[src/osd/label_font.mem]
// label font rom, 64 bytes per label, 4 lines per label
// each line holds 16 glyph bytes in address order, bit n at column n
00 01 02 03 04 05 06 07 08 09 0a 0b 0c 0d 0e 0f
10 11 12 13 14 15 16 17 18 19 1a 1b 1c 1d 1e 1f
20 21 22 23 24 25 26 27 28 29 2a 2b 2c 2d 2e 2f
30 31 32 33 34 35 36 37 38 39 3a 3b 3c 3d 3e 3f
40 41 42 43 44 45 46 47 48 49 4a 4b 4c 4d 4e 4f
50 51 52 53 54 55 56 57 58 59 5a 5b 5c 5d 5e 5f
60 61 62 63 64 65 66 67 68 69 6a 6b 6c 6d 6e 6f
70 71 72 73 74 75 76 77 78 79 7a 7b 7c 7d 7e 7f
80 81 82 83 84 85 86 87 88 89 8a 8b 8c 8d 8e 8f
90 91 92 93 94 95 96 97 98 99 9a 9b 9c 9d 9e 9f
a0 a1 a2 a3 a4 a5 a6 a7 a8 a9 aa ab ac ad ae af
b0 b1 b2 b3 b4 b5 b6 b7 b8 b9 ba bb bc bd be bf
c0 c1 c2 c3 c4 c5 c6 c7 c8 c9 ca cb cc cd ce cf
d0 d1 d2 d3 d4 d5 d6 d7 d8 d9 da db dc dd de df
e0 e1 e2 e3 e4 e5 e6 e7 e8 e9 ea eb ec ed ee ef
f0 f1 f2 f3 f4 f5 f6 f7 f8 f9 fa fb fc fd fe ff
ff fe fd fc fb fa f9 f8 f7 f6 f5 f4 f3 f2 f1 f0
ef ee ed ec eb ea e9 e8 e7 e6 e5 e4 e3 e2 e1 e0
df de dd dc db da d9 d8 d7 d6 d5 d4 d3 d2 d1 d0
cf ce cd cc cb ca c9 c8 c7 c6 c5 c4 c3 c2 c1 c0
bf be bd bc bb ba b9 b8 b7 b6 b5 b4 b3 b2 b1 b0
af ae ad ac ab aa a9 a8 a7 a6 a5 a4 a3 a2 a1 a0
9f 9e 9d 9c 9b 9a 99 98 97 96 95 94 93 92 91 90
8f 8e 8d 8c 8b 8a 89 88 87 86 85 84 83 82 81 80
7f 7e 7d 7c 7b 7a 79 78 77 76 75 74 73 72 71 70
6f 6e 6d 6c 6b 6a 69 68 67 66 65 64 63 62 61 60
5f 5e 5d 5c 5b 5a 59 58 57 56 55 54 53 52 51 50
4f 4e 4d 4c 4b 4a 49 48 47 46 45 44 43 42 41 40
3f 3e 3d 3c 3b 3a 39 38 37 36 35 34 33 32 31 30
2f 2e 2d 2c 2b 2a 29 28 27 26 25 24 23 22 21 20
1f 1e 1d 1c 1b 1a 19 18 17 16 15 14 13 12 11 10
0f 0e 0d 0c 0b 0a 09 08 07 06 05 04 03 02 01 00

[src/osd/digit_font.mem]
// digit font rom, one line per digit 0 to 7
// each line holds the 16 row bytes of that digit, top row first
80 81 82 83 84 85 86 87 88 89 8a 8b 8c 8d 8e 8f
90 91 92 93 94 95 96 97 98 99 9a 9b 9c 9d 9e 9f
a0 a1 a2 a3 a4 a5 a6 a7 a8 a9 aa ab ac ad ae af
b0 b1 b2 b3 b4 b5 b6 b7 b8 b9 ba bb bc bd be bf
c0 c1 c2 c3 c4 c5 c6 c7 c8 c9 ca cb cc cd ce cf
d0 d1 d2 d3 d4 d5 d6 d7 d8 d9 da db dc dd de df
e0 e1 e2 e3 e4 e5 e6 e7 e8 e9 ea eb ec ed ee ef
f0 f1 f2 f3 f4 f5 f6 f7 f8 f9 fa fb fc fd fe ff

[src/common/osd_pkg.sv]
// --------------------
// osd overlay shared defs
// --------------------
package osd_pkg;

  typedef logic [23:0] pix_t;         // rgb888 pixel
  typedef logic [11:0] coord_t;       // raster x or y
  typedef logic [7:0]  cmd_t;         // command byte
  typedef logic [7:0]  glyph_row_t;   // bit n drawn at column n
  typedef logic [2:0]  digit_t;       // digit or recognition result
  typedef logic [8:0]  label_addr_t;
  typedef logic [7:0]  digit_addr_t;
  typedef logic [11:0] pix_cnt_t;     // pixels seen in a region this frame

  typedef enum logic [1:0] {
    RES_IDLE,
    RES_WAIT,
    RES_HELD
  } res_state_e;

  // region geometry, inclusive from x0/y0
  localparam int LABEL_X0 = 8;
  localparam int LABEL_Y0 = 4;
  localparam int LABEL_W  = 64;
  localparam int LABEL_H  = 8;
  localparam int MDIG_X0  = 80;
  localparam int MDIG_Y0  = 4;
  localparam int RDIG_X0  = 80;
  localparam int RDIG_Y0  = 24;
  localparam int DIG_W    = 8;
  localparam int DIG_H    = 16;

  // font roms
  localparam int LABEL_BYTES     = 64;   // one 64x8 label
  localparam int DIG_BYTES       = 16;   // one 8x16 digit
  localparam int LABEL_ROM_DEPTH = 1 << $bits(label_addr_t);
  localparam int DIG_ROM_DEPTH   = 1 << $bits(digit_addr_t);
  localparam string LABEL_FONT_FILE = "/design/src/osd/label_font.mem";
  localparam string DIGIT_FONT_FILE = "/design/src/osd/digit_font.mem";

  localparam pix_t   CHAR_COLOR = 24'hff_ffff;
  localparam digit_t NO_RESULT  = 3'd7;   // recognizer found nobody

  // command codes, upper nibble
  localparam logic [3:0] CMD_ECHO    = 4'h1;
  localparam logic [3:0] CMD_VCHANGE = 4'h2;
  localparam logic [3:0] CMD_NOISE   = 4'h3;
  localparam logic [3:0] CMD_SPLIT   = 4'h4;
  localparam logic [3:0] CMD_VPRINT  = 4'h5;
  // 5-bit prefixes
  localparam logic [4:0] CMD_TRAIN    = 5'b01010;   // inside vprint
  localparam logic [4:0] CMD_RECOG    = 5'b01011;   // inside vprint
  localparam logic [4:0] CMD_RECORD   = 5'b10100;
  localparam logic [4:0] CMD_PLAYBACK = 5'b10101;

  // label numbers in the label rom
  localparam logic [2:0] LBL_LOOP     = 3'd0;
  localparam logic [2:0] LBL_NOISE    = 3'd1;
  localparam logic [2:0] LBL_ECHO     = 3'd2;
  localparam logic [2:0] LBL_VCHANGE  = 3'd3;
  localparam logic [2:0] LBL_SPLIT    = 3'd4;
  localparam logic [2:0] LBL_VPRINT   = 3'd5;
  localparam logic [2:0] LBL_RECORD   = 3'd6;
  localparam logic [2:0] LBL_PLAYBACK = 3'd7;

endpackage

[src/design/osd_region_scan.sv]
// --------------------
// osd region scanner
// --------------------
`timescale 1ns/1ps

module osd_region_scan #(
  parameter int X0 = 0,
  parameter int Y0 = 0,
  parameter int W  = 8,
  parameter int H  = 8
) (
  input  logic              pclk,
  input  logic              rst_n,
  input  osd_pkg::coord_t   i_pos_x,
  input  osd_pkg::coord_t   i_pos_y,
  input  logic              i_vs,
  output logic              o_active,
  output logic              o_active_d,
  output logic [2:0]        o_bit_idx,
  output osd_pkg::pix_cnt_t o_offset
);
  import osd_pkg::*;

  localparam coord_t X_LO = coord_t'(X0);
  localparam coord_t X_HI = coord_t'(X0 + W - 1);
  localparam coord_t Y_LO = coord_t'(Y0);
  localparam coord_t Y_HI = coord_t'(Y0 + H - 1);

  logic       hit;
  pix_cnt_t   cnt_q;
  logic [2:0] col_q;

  assign hit = (i_pos_x >= X_LO) && (i_pos_x <= X_HI) &&
               (i_pos_y >= Y_LO) && (i_pos_y <= Y_HI);

  always_ff @(posedge pclk or negedge rst_n) begin
    if (!rst_n) begin
      o_active   <= 1'b0;
      o_active_d <= 1'b0;
      col_q      <= '0;
    end else begin
      o_active   <= hit;
      o_active_d <= o_active;
      col_q      <= o_active_d ? col_q + 3'd1 : 3'd0;   // restarts each line of the region
    end
  end

  always_ff @(posedge pclk or negedge rst_n) begin
    if (!rst_n) begin
      cnt_q <= '0;
    end else if (i_vs) begin
      cnt_q <= '0;
    end else if (o_active) begin
      cnt_q <= cnt_q + 12'd1;
    end
  end

  assign o_bit_idx = col_q;
  assign o_offset  = cnt_q >> 3;   // one font byte per 8 pixels

endmodule

[config.mk]
export PLATFORM = sky130hd
export DESIGN_NAME = osd_region_scan
export DESIGN_NICKNAME = d
export VERILOG_FILES = /design/src/common/osd_pkg.sv /design/src/design/osd_region_scan.sv
export SDC_FILE = /design/constraint.sdc
export NUM_CORES = 1
export LEC_CHECK = 0
export BUFFER_PORTS_ARGS = -buffer_cell sky130_fd_sc_hd__clkbuf_2
export CORE_ASPECT_RATIO = 1.2
export CORE_MARGIN = 1
export CORE_UTILIZATION = 40
export DETAILED_ROUTE_END_ITERATION = 10
export PLACE_DENSITY_LB_ADDON = 0.08
export RECOVER_POWER = 25
export SYNTH_ARGS = -nofsm -noshare
export SYNTH_HDL_FRONTEND = slang
export SYNTH_SLANG_ARGS = --single-unit
[constraint.sdc]
create_clock -name pclk -period 1.7 [get_ports pclk]
set_clock_uncertainty 0.15 [all_clocks]
set_input_delay 0.17 -clock pclk [delete_from_list [all_inputs] [get_ports pclk]]
set_output_delay 0.17 -clock pclk [all_outputs]
set_load 0.02 [all_outputs]
---- Word-level counts from Yosys, hierarchy flattened ----
Cells that the tools add are included.
word-level totals
  register bits ........................... 17
  bits of input ports ..................... 27
  word-level logic and storage cells ...... 17
cells by class
  $add $sub $neg .......................... 2
  $lt $le $gt $ge ......................... 4
  mux-type cells .......................... 3
  reductions and logical operators ........ 4
operators by type and width
  cell                                                                                  count
  12-bit by 1-bit greater-or-equal comparator with 1-bit output, second input constant  2
  12-bit by 3-bit less-or-equal comparator with 1-bit output, second input constant     2
  12-bit two-way mux                                                                    2
  12-bit by 1-bit adder with 12-bit output, second input constant                       1
  3-bit by 1-bit adder with 3-bit output, second input constant                         1
  1-bit logical AND                                                                     3
  3-bit two-way mux                                                                     1
  2-bit nonzero test                                                                    1

---- Depth between registers and ports, before layout ----
Gate-level depths: netlist of the first run.
  depth in word-level cells ............... 4
  gate-level depth with buffers ........... 4

---- Least setup slack after synthesis of the first run ----
No wires, ideal clock.
  kind .................................... flip-flop to flip-flop
  start ................................... register o_active
  end ..................................... register cnt_q[9]
  setup time .............................. 0.078 ns
  arrival ................................. 1.466 ns
  data required time ...................... 1.472 ns
  path slack .............................. 0.006 ns
  cell stages (with the launch flop) ...... 5
  path through ............................ dfrtp_1 > buf_2 > o2111ai_4 > or4_1 > a21oi_1
between the ends
  longest elaborated chain between the ends .. 1
ends and longest elaborated chain
  what                          line                   source
  start, declared               osd_region_scan.sv:17  output logic o_active,
  start signal, assigned        osd_region_scan.sv:42  o_active <= hit;
  2-bit nonzero test (no line)  -
  end signal, assigned          osd_region_scan.sv:54  cnt_q <= cnt_q + 12'd1;
  end, declared                 osd_region_scan.sv:30  pix_cnt_t cnt_q;
No other way between the ends.
A chain may end at the register's enable or synchronous reset.

---- Final worst setup path of the first run ----
  start ................................... input port i_vs
  end ..................................... register cnt_q[9]
between the ends
  longest elaborated chain between the ends .. 1
  elaborated cells between the ends (all ways) .. 2
ends and longest elaborated chain
  what                                                      line                   source
  start, declared                                           osd_region_scan.sv:16  input logic i_vs,
  12-bit two-way mux or 2-bit nonzero test (tied branches)  -
Parallel ways exist; a longest one is shown, timed or not.

==> flow_summary.json, run 1 <==
{
  "hold_viol": 0,
  "r2r_slack_ns": 0.10,
  "crit_path_end_kind": "flip-flop",
  "dr.pass1.iters": 4,
  "placed_cell_area_mm2": 0.00106,
  "synth.avg_cell_area_um2": 10.4,
  "fmaxAchievable_mhz": 606,
  "synth_warnings": 0,
  "drive_gt1_frac": 0.379,
  "drt_iter0_drc": 13,
  "vdd_drop_max_v": 0.000398,
  "die_h_um": 53.8,
  "p_leak_nw": 0.564,
  "timing.rr.start": "cnt_q[0]",
  "grt_pass1_wl_um": 2960,
  "pwr_density_cell_mw_per_mm2": 573,
  "antenna_found_initial": 0,
  "worstMarginPinSlew_ns": 0.918,
  "p_clk_frac": 0.313,
  "yosys_most_used_dff": "dfrtp_1",
  "required_ns": 1.76,
  "cts_buffers": 3,
  "slew_violations": 0,
  "slew_headroom": 0.388,
  "gp_congestion": 0.763,
  "diodes": 0,
  "grt_max_degree": 18,
  "io_buffers": 34,
  "synth_cell_type_count": 25,
  "yosys_register_bits": 17,
  "dieArea_mm2": 0.00243,
  "critPathKind": "primary input to flip-flop",
  "clkTransAtPathRegs_ns": 0.09,
  "die-width_um": 45.2,
  "grt_overflow_total": 0,
  "clock_latency_ns": 0.28,
  "ioPinCount": 44,
  "grt_pass1_vias": 711,
  "fin_util": 0.551,
  "synth_edf_count": 0,
  "p_seq_frac": 0.611,
  "switching_share": 0.216,
  "ant_nets": 0,
  "detail_route.vias_per_cell": 4.99,
  "worstPathArrival_ns": 1.71,
  "ys_seq_area_frac": 0.476,
  "p_int_w": 0.000518,
  "wl_per_cell_um": 11.6,
  "wirelength_um": 1790,
  "r2r-end": "cnt_q[10]",
  "r2r_cells": 4,
  "cts_tree": "done",
  "final_area_mm2": 0.00115,
  "startpoint": "i_vs",
  "setup_viol": 0,
  "core.rowCount": 18,
  "rsz0062_at_grt": "false",
  "startpoint_type": "primary input",
  "cts_buffer_depth": 2,
  "fin_tns_setup_ns": 0,
  "hpwl_um": 1410,
  "clock_sinks": 17,
  "period_minus_slack_ns": 1.65,
  "hp-class": "flip-flop to flip-flop",
  "root_buffer": "clkbuf_4",
  "synth_area_leader_cell": "dfrtp_1",
  "cap_violations": 0,
  "syn_area_um2": 895,
  "critPathMaxFanout": 5,
  "async_reset_ff_frac": 1.00,
  "pwr-share-comb": 0.076,
  "synth_area_leaders": "dfrtp_1 (48%), buf_4 (10%), or4_1 (4.2%)",
  "finalCritPeriodShare": 0.971,
  "cts_max_level": 1,
  "crit_end": "cnt_q[9]",
  "yosys.area.top_type_share": 0.476,
  "coreArea_mm2": 0.00209,
  "dr_total_vias": 768,
  "layout.nets": 154,
  "drc": 0,
  "status": "finished clean",
  "netSwitchingPower_w": 0.000143,
  "synthCells": 86,
  "area_delta_synth_final_pct": 29.1,
  "start_util": 0.427,
  "grt_usage": 0.169
}
worst min-delay path by stage:
stage	slack [ns]	startpoint	depth (start not counted)	endpoint
after floorplan	-0.28	rst_n	0	cnt_q[0]
after global placement	-0.02	rst_n	1	o_bit_idx[2]
after detailed placement	-0.03	rst_n	1	o_bit_idx[2]
after CTS	0.20	rst_n	2	cnt_q[0]
after global routing	0.36	o_bit_idx[0]	1	o_bit_idx[0]
final	0.34	o_bit_idx[0]	1	o_bit_idx[0]
synth_stat cells, types with 2 or more instances:
cell type,instances
a21oi_1,7
and2_1,2
buf_4,12
dfrtp_1,17
ha_1,2
nand2_1,3
nand3_1,3
nand4_1,2
nor2_1,5
nor4_1,4
o21ai_0,3
o31ai_1,4
or3_1,3
or4_1,5
xor2_1,4
per-layer routing:
| metal | vias to the layer above | wire [um] | global-route usage |
|---|---|---|---|
| met3 | 2 | 65 | 0.0201 |
| met5 | - | 0 | 0 |
| li1 | 377 | - | - |
| met1 | 369 | 776 | 0.219 |
| met2 | 20 | 935 | 0.278 |
| met4 | 0 | 10 | 0.0758 |
metrics by stage:
stage               total power (W)  cells  setup slack, ns  hold WS, ns
floorplan                  0.000428     88          0.00556       -0.276
global placement           0.000456    145            0.144      -0.0230
detailed placement         0.000457    145            0.108      -0.0260
CTS                        0.000674    153           0.0367        0.202
global route               0.000696    154         0.000378        0.365
finish                     0.000661    154           0.0496        0.342
cells by family after synthesis:
family          Yosys count  share of synthesized area
buf+inv                  15                      0.115
other cells               1                    0.00419
flops                    17                      0.476
mux                       1                     0.0112
xor+xnor                  5                     0.0489
fa+ha+maj                 2                     0.0280
simple gates             29                      0.190
compound gates           16                      0.127
layout by cell type, fill, tap and decap left out:
cell type / Yosys / layout
nand4_1: 2 / 2
a21oi_2: 0 / 2
nor4_1: 4 / 4
o211ai_1: 1 / 1
buf_4: 12 / 6
dfrtp_1: 17 / 17
or3_1: 3 / 3
clkbuf_1: 1 / 3
conb_1: 1 / 3
nor2b_1: 1 / 1
o2111ai_4: 1 / 1
dlygate4sd3_1: 0 / 4
a21oi_1: 7 / 5
xnor2_1: 1 / 1
clkbuf_4: 0 / 4
inv_1: 1 / 1
nand4_4: 0 / 1
o21ai_0: 3 / 3
o31ai_1: 4 / 4
clkbuf_2: 0 / 32
xor2_1: 4 / 4
nor2_1: 5 / 5
mux2i_1: 1 / 1
nand3_1: 3 / 3
and2_1: 2 / 2
nand2_1: 3 / 3
or4_1: 5 / 5
buf_6: 0 / 1
ha_1: 2 / 2
power by group through the flow:
stage	combinational [W]	sequential (W)	clock (W)
3_5_place_dp	0.0000447	0.000412	0
2_1_floorplan	0.0000157	0.000412	0
6_report	0.0000499	0.000404	0.000207
4_1_cts	0.0000501	0.000404	0.000220
3_3_place_gp	0.0000439	0.000412	0
5_1_grt	0.0000563	0.000404	0.000236
repair_timing:
| action | in CTS | in global routing |
|---|---|---|
| buffers inserted | 0 | 1 |
| resized for setup | 0 | 6 |
| setup endpoints to repair | 0 | 6 |
| hold buffers | 4 | 0 |
| hold endpoints to repair | 20 | 0 |
area by class of cell:
type	instances	area [um^2]
tap	30	37.5
inverter	1	3.75
timing repair buffer	46	272
clock buffer	4	26.3
multi-input combinational	56	390
fill	210	940
sequential	17	425
registers in the layout, summed over array words and instances (netlist names):
name and cells:
cnt_q 12, o_bit_idx 3, o_active 1, o_active_d 1
worst max-delay path, cell delays in order:
cell           delay [ns]
dlygate4sd3_1        0.53
clkbuf_4             0.17
o2111ai_4            0.16
or4_1                0.52
a21oi_1              0.15
No activity file was read; power rests on OpenSTA's default activity.
==> run 2, diff against run 1 <==
- SETUP_SLACK_MARGIN: default -> 0.4
==> run 2 against run 1 <==
  * The run now ends with hold timing left
  * Clock power grew 5%
  * Die area is the same
  * Cell area grew 13%
  * Sequential power is essentially flat
  * Sequential cell count is the same
  * Via count grew 8.9%
  * Wire length grew 19%
  * First-iteration DRC count grew 7.7%
  * Fmax grew 6.6%
  * Non-clock buffer count grew 9
  * Sequential share of layout area shrank 4.0 points
  * Global-route usage grew 3.4 points
  * Critical path type is now flip-flop to flip-flop
  * Critical endpoint is now cnt_q[8]
==> flow_summary.json, run 2 (synthesis gave the netlist of run 1 again) <==
{
  "status": "finished, violations left",
  "violations": "hold timing",
  "layout.nets": 164,
  "cts_max_level": 1,
  "clock_latency_ns": 0.28,
  "grt_max_degree": 18,
  "pwr_density_cell_mw_per_mm2": 516,
  "critPathKind": "flip-flop to flip-flop",
  "timing.rr.start": "cnt_q[0]",
  "cts_buffer_depth": 2,
  "startpoint_type": "flip-flop",
  "vdd_drop_max_v": 0.000330,
  "coreArea_mm2": 0.00209,
  "grt_pass1_vias": 751,
  "area_delta_synth_final_pct": 45.7,
  "ioPinCount": 44,
  "diodes": 0,
  "hpwl_um": 1360,
  "ant_nets": 0,
  "crit_end": "cnt_q[8]",
  "r2r_cells": 4,
  "period_minus_slack_ns": 1.55,
  "switching_share": 0.230,
  "cts_buffers": 3,
  "slew_violations": 0,
  "clock_sinks": 17,
  "clkTransAtPathRegs_ns": 0.10,
  "drc": 0,
  "start_util": 0.427,
  "critPathMaxFanout": 4,
  "cts_tree": "done",
  "p_leak_nw": 0.623,
  "cp.depth": 4,
  "hold_viol": 1,
  "root_buffer": "clkbuf_4",
  "num-fill-cells": 184,
  "worstPathArrival_ns": 1.62,
  "p_int_w": 0.000518,
  "antenna_found_initial": 0,
  "cp_slowest_cell": "or4_4",
  "timing.hold.ws_ns": -0.0275,
  "io_buffers": 34,
  "pre_cts_slack_ns": 0.108,
  "hp-class": "primary input to flip-flop",
  "p_seq_frac": 0.600,
  "ctsHoldBuffers": 3,
  "layout_common_cells": "clkbuf_2 (28), dfrtp_1 (15), buf_4 (13)",
  "die-width_um": 45.2,
  "wirelength_um": 2130,
  "drt_iter0_drc": 14,
  "startpoint": "cnt_q[0]",
  "rsz0062_at_grt": "true",
  "required_ns": 1.77,
  "dr_total_vias": 836,
  "grt_pass1_wl_um": 3490,
  "detail_route.vias_per_cell": 5.10,
  "gp_congestion": 0.716,
  "p_clk_frac": 0.324,
  "pwr-share-comb": 0.076,
  "dr.pass1.iters": 4,
  "finalCritPeriodShare": 0.911,
  "grt_overflow_total": 0,
  "cap_violations": 0,
  "slew_headroom": 0.380,
  "worstMarginPinSlew_ns": 0.931,
  "crit_path_end_kind": "flip-flop",
  "netSwitchingPower_w": 0.000155,
  "drive_gt1_frac": 0.478,
  "grt_usage": 0.202,
  "layout_commonest_cell": "clkbuf_2",
  "crit_chain": "ha_2 > o211ai_1 > or4_4 > a21oi_2",
  "fin_util": 0.622,
  "cp_top_family": "simple AND/OR/NAND/NOR gates",
  "dieArea_mm2": 0.00243,
  "largest_reg_flops": 12,
  "fmaxAchievable_mhz": 646,
  "setup_ws_ns": 0.151,
  "path_buf_inv": 0,
  "core.rowCount": 18,
  "setup_viol": 0,
  "wl_per_cell_um": 13.0,
  "r2r_slack_ns": 0.15,
  "hp-start": "i_pos_x[9]",
  "fin_tns_setup_ns": 0,
  "largest_register": "cnt_q",
  "critPathMaxStageDelay_ns": 0.51,
  "die_h_um": 53.8,
  "r2r-end": "cnt_q[8]"
}
==> run 2: what timing repair did <==
action | CTS | global route
gates cloned | 1 | 0
gates resized for setup | 11 | 14
hold endpoints to repair | 18 | 1
pin swaps | 3 | 2
setup endpoints to repair | 11 | 16
buffers inserted | 10 | 3
==> run 2: how the worst min path moves through the flow <==
stage	slack, ns	to	cells after the start
after floorplan	-0.28	cnt_q[0]	0
after global placement	-0.02	o_bit_idx[2]	1
after detailed placement	-0.02	o_bit_idx[2]	1
after CTS	-0.03	o_active	3
after global routing	-0.02	o_active	3
final	-0.03	o_active	3
==> run 2: stage by stage <==
step / cell area (um^2) / total power [W] / instances / hold slack [ns]
floorplan: 912 / 0.000428 / 88 / -0.276
global placement: 1050 / 0.000456 / 143 / -0.0194
detailed placement: 1050 / 0.000457 / 143 / -0.0231
CTS: 1250 / 0.000682 / 161 / -0.0287
global route: 1300 / 0.000704 / 164 / -0.0217
finish: 1300 / 0.000673 / 164 / -0.0275
==> run 2: cell type report <==
class,count,area [um^2],share of cell area
tap,30,37.5,0.0288
clock buffer,4,26.3,0.0202
multi-input combinational,57,415,0.319
inverter,1,3.75,0.00288
timing repair buffer,55,393,0.301
sequential,17,428,0.328
==> run 2: power groups by stage <==
| stage | Combinational [W] | Clock (W) | Sequential [W] |
|---|---|---|---|
| after floorplan | 0.0000157 | 0 | 0.000412 |
| after global placement | 0.0000440 | 0 | 0.000412 |
| after detailed placement | 0.0000449 | 0 | 0.000412 |
| after CTS | 0.0000509 | 0.000227 | 0.000404 |
| after global routing | 0.0000566 | 0.000243 | 0.000404 |
| final | 0.0000510 | 0.000218 | 0.000404 |
==> run 2: layer usage <==
layer | up-vias | global-route usage | part of all wire
li1 | 405 | - | -
met1 | 407 | 0.278 | 0.44
met2 | 22 | 0.326 | 0.52
met3 | 2 | 0.0302 | 0.035
met4 | 0 | 0.0606 | 0.0056
met5 | - | 0 | 0
==> run 2: worst reg2reg max path, delay by kind of cell, from the launching register on <==
kind                     cells  cell delay [ns]
AND/OR/NAND/NOR              1             0.51
adder cells (fa/ha/maj)      1             0.18
flip-flops                   1             0.37
AO/OA/AOI/OAI                2             0.28
==> run 3, diff against run 2 <==
==> constraint.sdc (replaced) <==
create_clock -name pclk -period 1.7 [get_ports pclk]
set_clock_uncertainty 0.15 [all_clocks]
set_input_delay 0.085 -clock pclk [delete_from_list [all_inputs] [get_ports pclk]]
set_output_delay 0.085 -clock pclk [all_outputs]
set_load 0.02 [all_outputs]
==> run 3 against run 2 <==
  * The run still ends with hold timing left
  * Register-to-register slack worse by 0.02 ns
  * First-iteration DRC count is 43% lower
  * Global-route usage is 3.3 points lower
  * Clock power is 2% higher
  * Combinational power hardly changed
  * Critical path type unchanged
  * Critical endpoint unchanged
  * Largest power group unchanged
  * Highest routed layer unchanged
==> flow_summary.json, run 3 (synthesis gave the netlist of run 1 again) <==
{
  "status": "finished, violations left",
  "violations": "hold timing",
  "gp_congestion": 0.697,
  "drt_iter0_drc": 8,
  "wirelength_um": 1890,
  "drive_gt1_frac": 0.450,
  "clock_latency_ns": 0.30,
  "cp_slowest_cell": "or4_1",
  "diodes": 0,
  "critPathMaxStageDelay_ns": 0.50,
  "p_clk_frac": 0.328,
  "clkTransAtPathRegs_ns": 0.10,
  "die-width_um": 45.2,
  "cts_tree": "done",
  "rsz0062_at_grt": "true",
  "hpwl_um": 1290,
  "dp_cells": 143,
  "worstPathArrival_ns": 1.65,
  "grt_pass1_vias": 665,
  "cts_buffers": 3,
  "slew_violations": 0,
  "timing.hold.ws_ns": -0.133,
  "finalCritPeriodShare": 0.922,
  "ioPinCount": 44,
  "fmaxAchievable_mhz": 638,
  "vdd_drop_max_v": 0.000345,
  "dr_total_vias": 772,
  "cts_max_level": 1,
  "detail_route.vias_per_cell": 4.80,
  "die_h_um": 53.8,
  "root_buffer": "clkbuf_4",
  "ctsHoldBuffers": 4,
  "dieArea_mm2": 0.00243,
  "critPathKind": "flip-flop to flip-flop",
  "layout.nets": 161,
  "hold_depth": 3,
  "p_leak_nw": 0.600,
  "clock_sinks": 17,
  "cts_buffer_depth": 2,
  "critPathMaxFanout": 4,
  "largest_register": "cnt_q",
  "p_seq_frac": 0.596,
  "fin_util": 0.592,
  "hold_viol": 1,
  "p_int_w": 0.000520,
  "io_buffers": 34,
  "cp.depth": 4,
  "grt_max_degree": 18,
  "ant_nets": 0,
  "period_minus_slack_ns": 1.57,
  "dr.pass1.iters": 4,
  "antenna_found_initial": 0,
  "p_total_w": 0.000678,
  "area_delta_synth_final_pct": 38.6,
  "hp-class": "primary input to flip-flop",
  "core.rowCount": 18,
  "fin_tns_setup_ns": 0,
  "setup_viol": 0,
  "worstMarginPinSlew_ns": 0.930,
  "layout_common_cells": "clkbuf_2 (32), dfrtp_1 (15), buf_4 (10)",
  "pwr-share-comb": 0.076,
  "wl_per_cell_um": 11.8,
  "cap_violations": 0,
  "switching_share": 0.233,
  "layout.cells.non_filler": 161,
  "slew_headroom": 0.380,
  "grt_overflow_total": 0,
  "path_buf_inv": 0,
  "grt_usage": 0.169,
  "largest_reg_flops": 12,
  "startpoint_type": "flip-flop",
  "r2r_cells": 4,
  "start_util": 0.427,
  "drc": 0,
  "netSwitchingPower_w": 0.000158,
  "grt_pass1_wl_um": 2890,
  "crit_path_end_kind": "flip-flop",
  "cp_top_family": "simple AND/OR/NAND/NOR gates",
  "crit_chain": "ha_2 > o211ai_1 > or4_1 > a21oi_1",
  "required_ns": 1.78,
  "layout_commonest_cell": "clkbuf_2",
  "pwr_density_cell_mw_per_mm2": 546,
  "coreArea_mm2": 0.00209
}
run 3: per-layer routing:
layer	part of all wire	wire length (um)	vias up	global-route usage
met2	0.53	1010	18	0.297
met5	0	0	-	0
li1	-	-	389	-
met1	0.42	791	361	0.197
met3	0.029	54	4	0.0302
met4	0.020	37	0	0.0758
run 3: path summary, 6_finish.rpt:
kind	startpoint	to	slack, ns
setup reg to reg	cnt_q[1]	cnt_q[8]	0.13
min in group asynchronous	rst_n	cnt_q[7]	0.28
hold reg to reg	o_bit_idx[0]	o_bit_idx[0]	0.32
hold / removal	i_pos_x[9]	o_active	-0.13
max in group asynchronous	rst_n	cnt_q[4]	0.49
setup / recovery	cnt_q[1]	cnt_q[8]	0.13
run 3: final cells by class:
cell class              count  area [um^2]
repair buffers             53          347
fillers                   185          855
flip-flops and latches     17          428
clock buffers               4         26.3
inverters                   1         3.75
well taps                  30         37.5
multi-input cells          56          398
run 3: tightest hold or removal path, stage by stage:
cell and delay, ns:
clkbuf_2 0.07, or4_1 0.09, nor4_1 0.05
run 3: stage by stage:
step,worst slack [ns],cell area [um^2]
2_1_floorplan,0.124,912
3_3_place_gp,0.173,1050
3_5_place_dp,0.139,1050
4_1_cts,0.140,1180
5_1_grt,0.0594,1240
6_report,0.133,1240
run 3: timing repair:
item	CTS	global route
pin swaps	4	4
endpoints found under the setup margin	8	10
gates resized for setup	3	11
setup buffers	6	4
hold endpoints to repair	23	1
run 3: power by group through the flow:
stage / sequential [W] / combinational, W / clock (W)
detailed placement: 0.000412 / 0.0000444 / 0
floorplan: 0.000412 / 0.0000157 / 0
global route: 0.000404 / 0.0000572 / 0.000249
CTS: 0.000404 / 0.0000517 / 0.000222
finish: 0.000404 / 0.0000512 / 0.000222
global placement: 0.000412 / 0.0000439 / 0
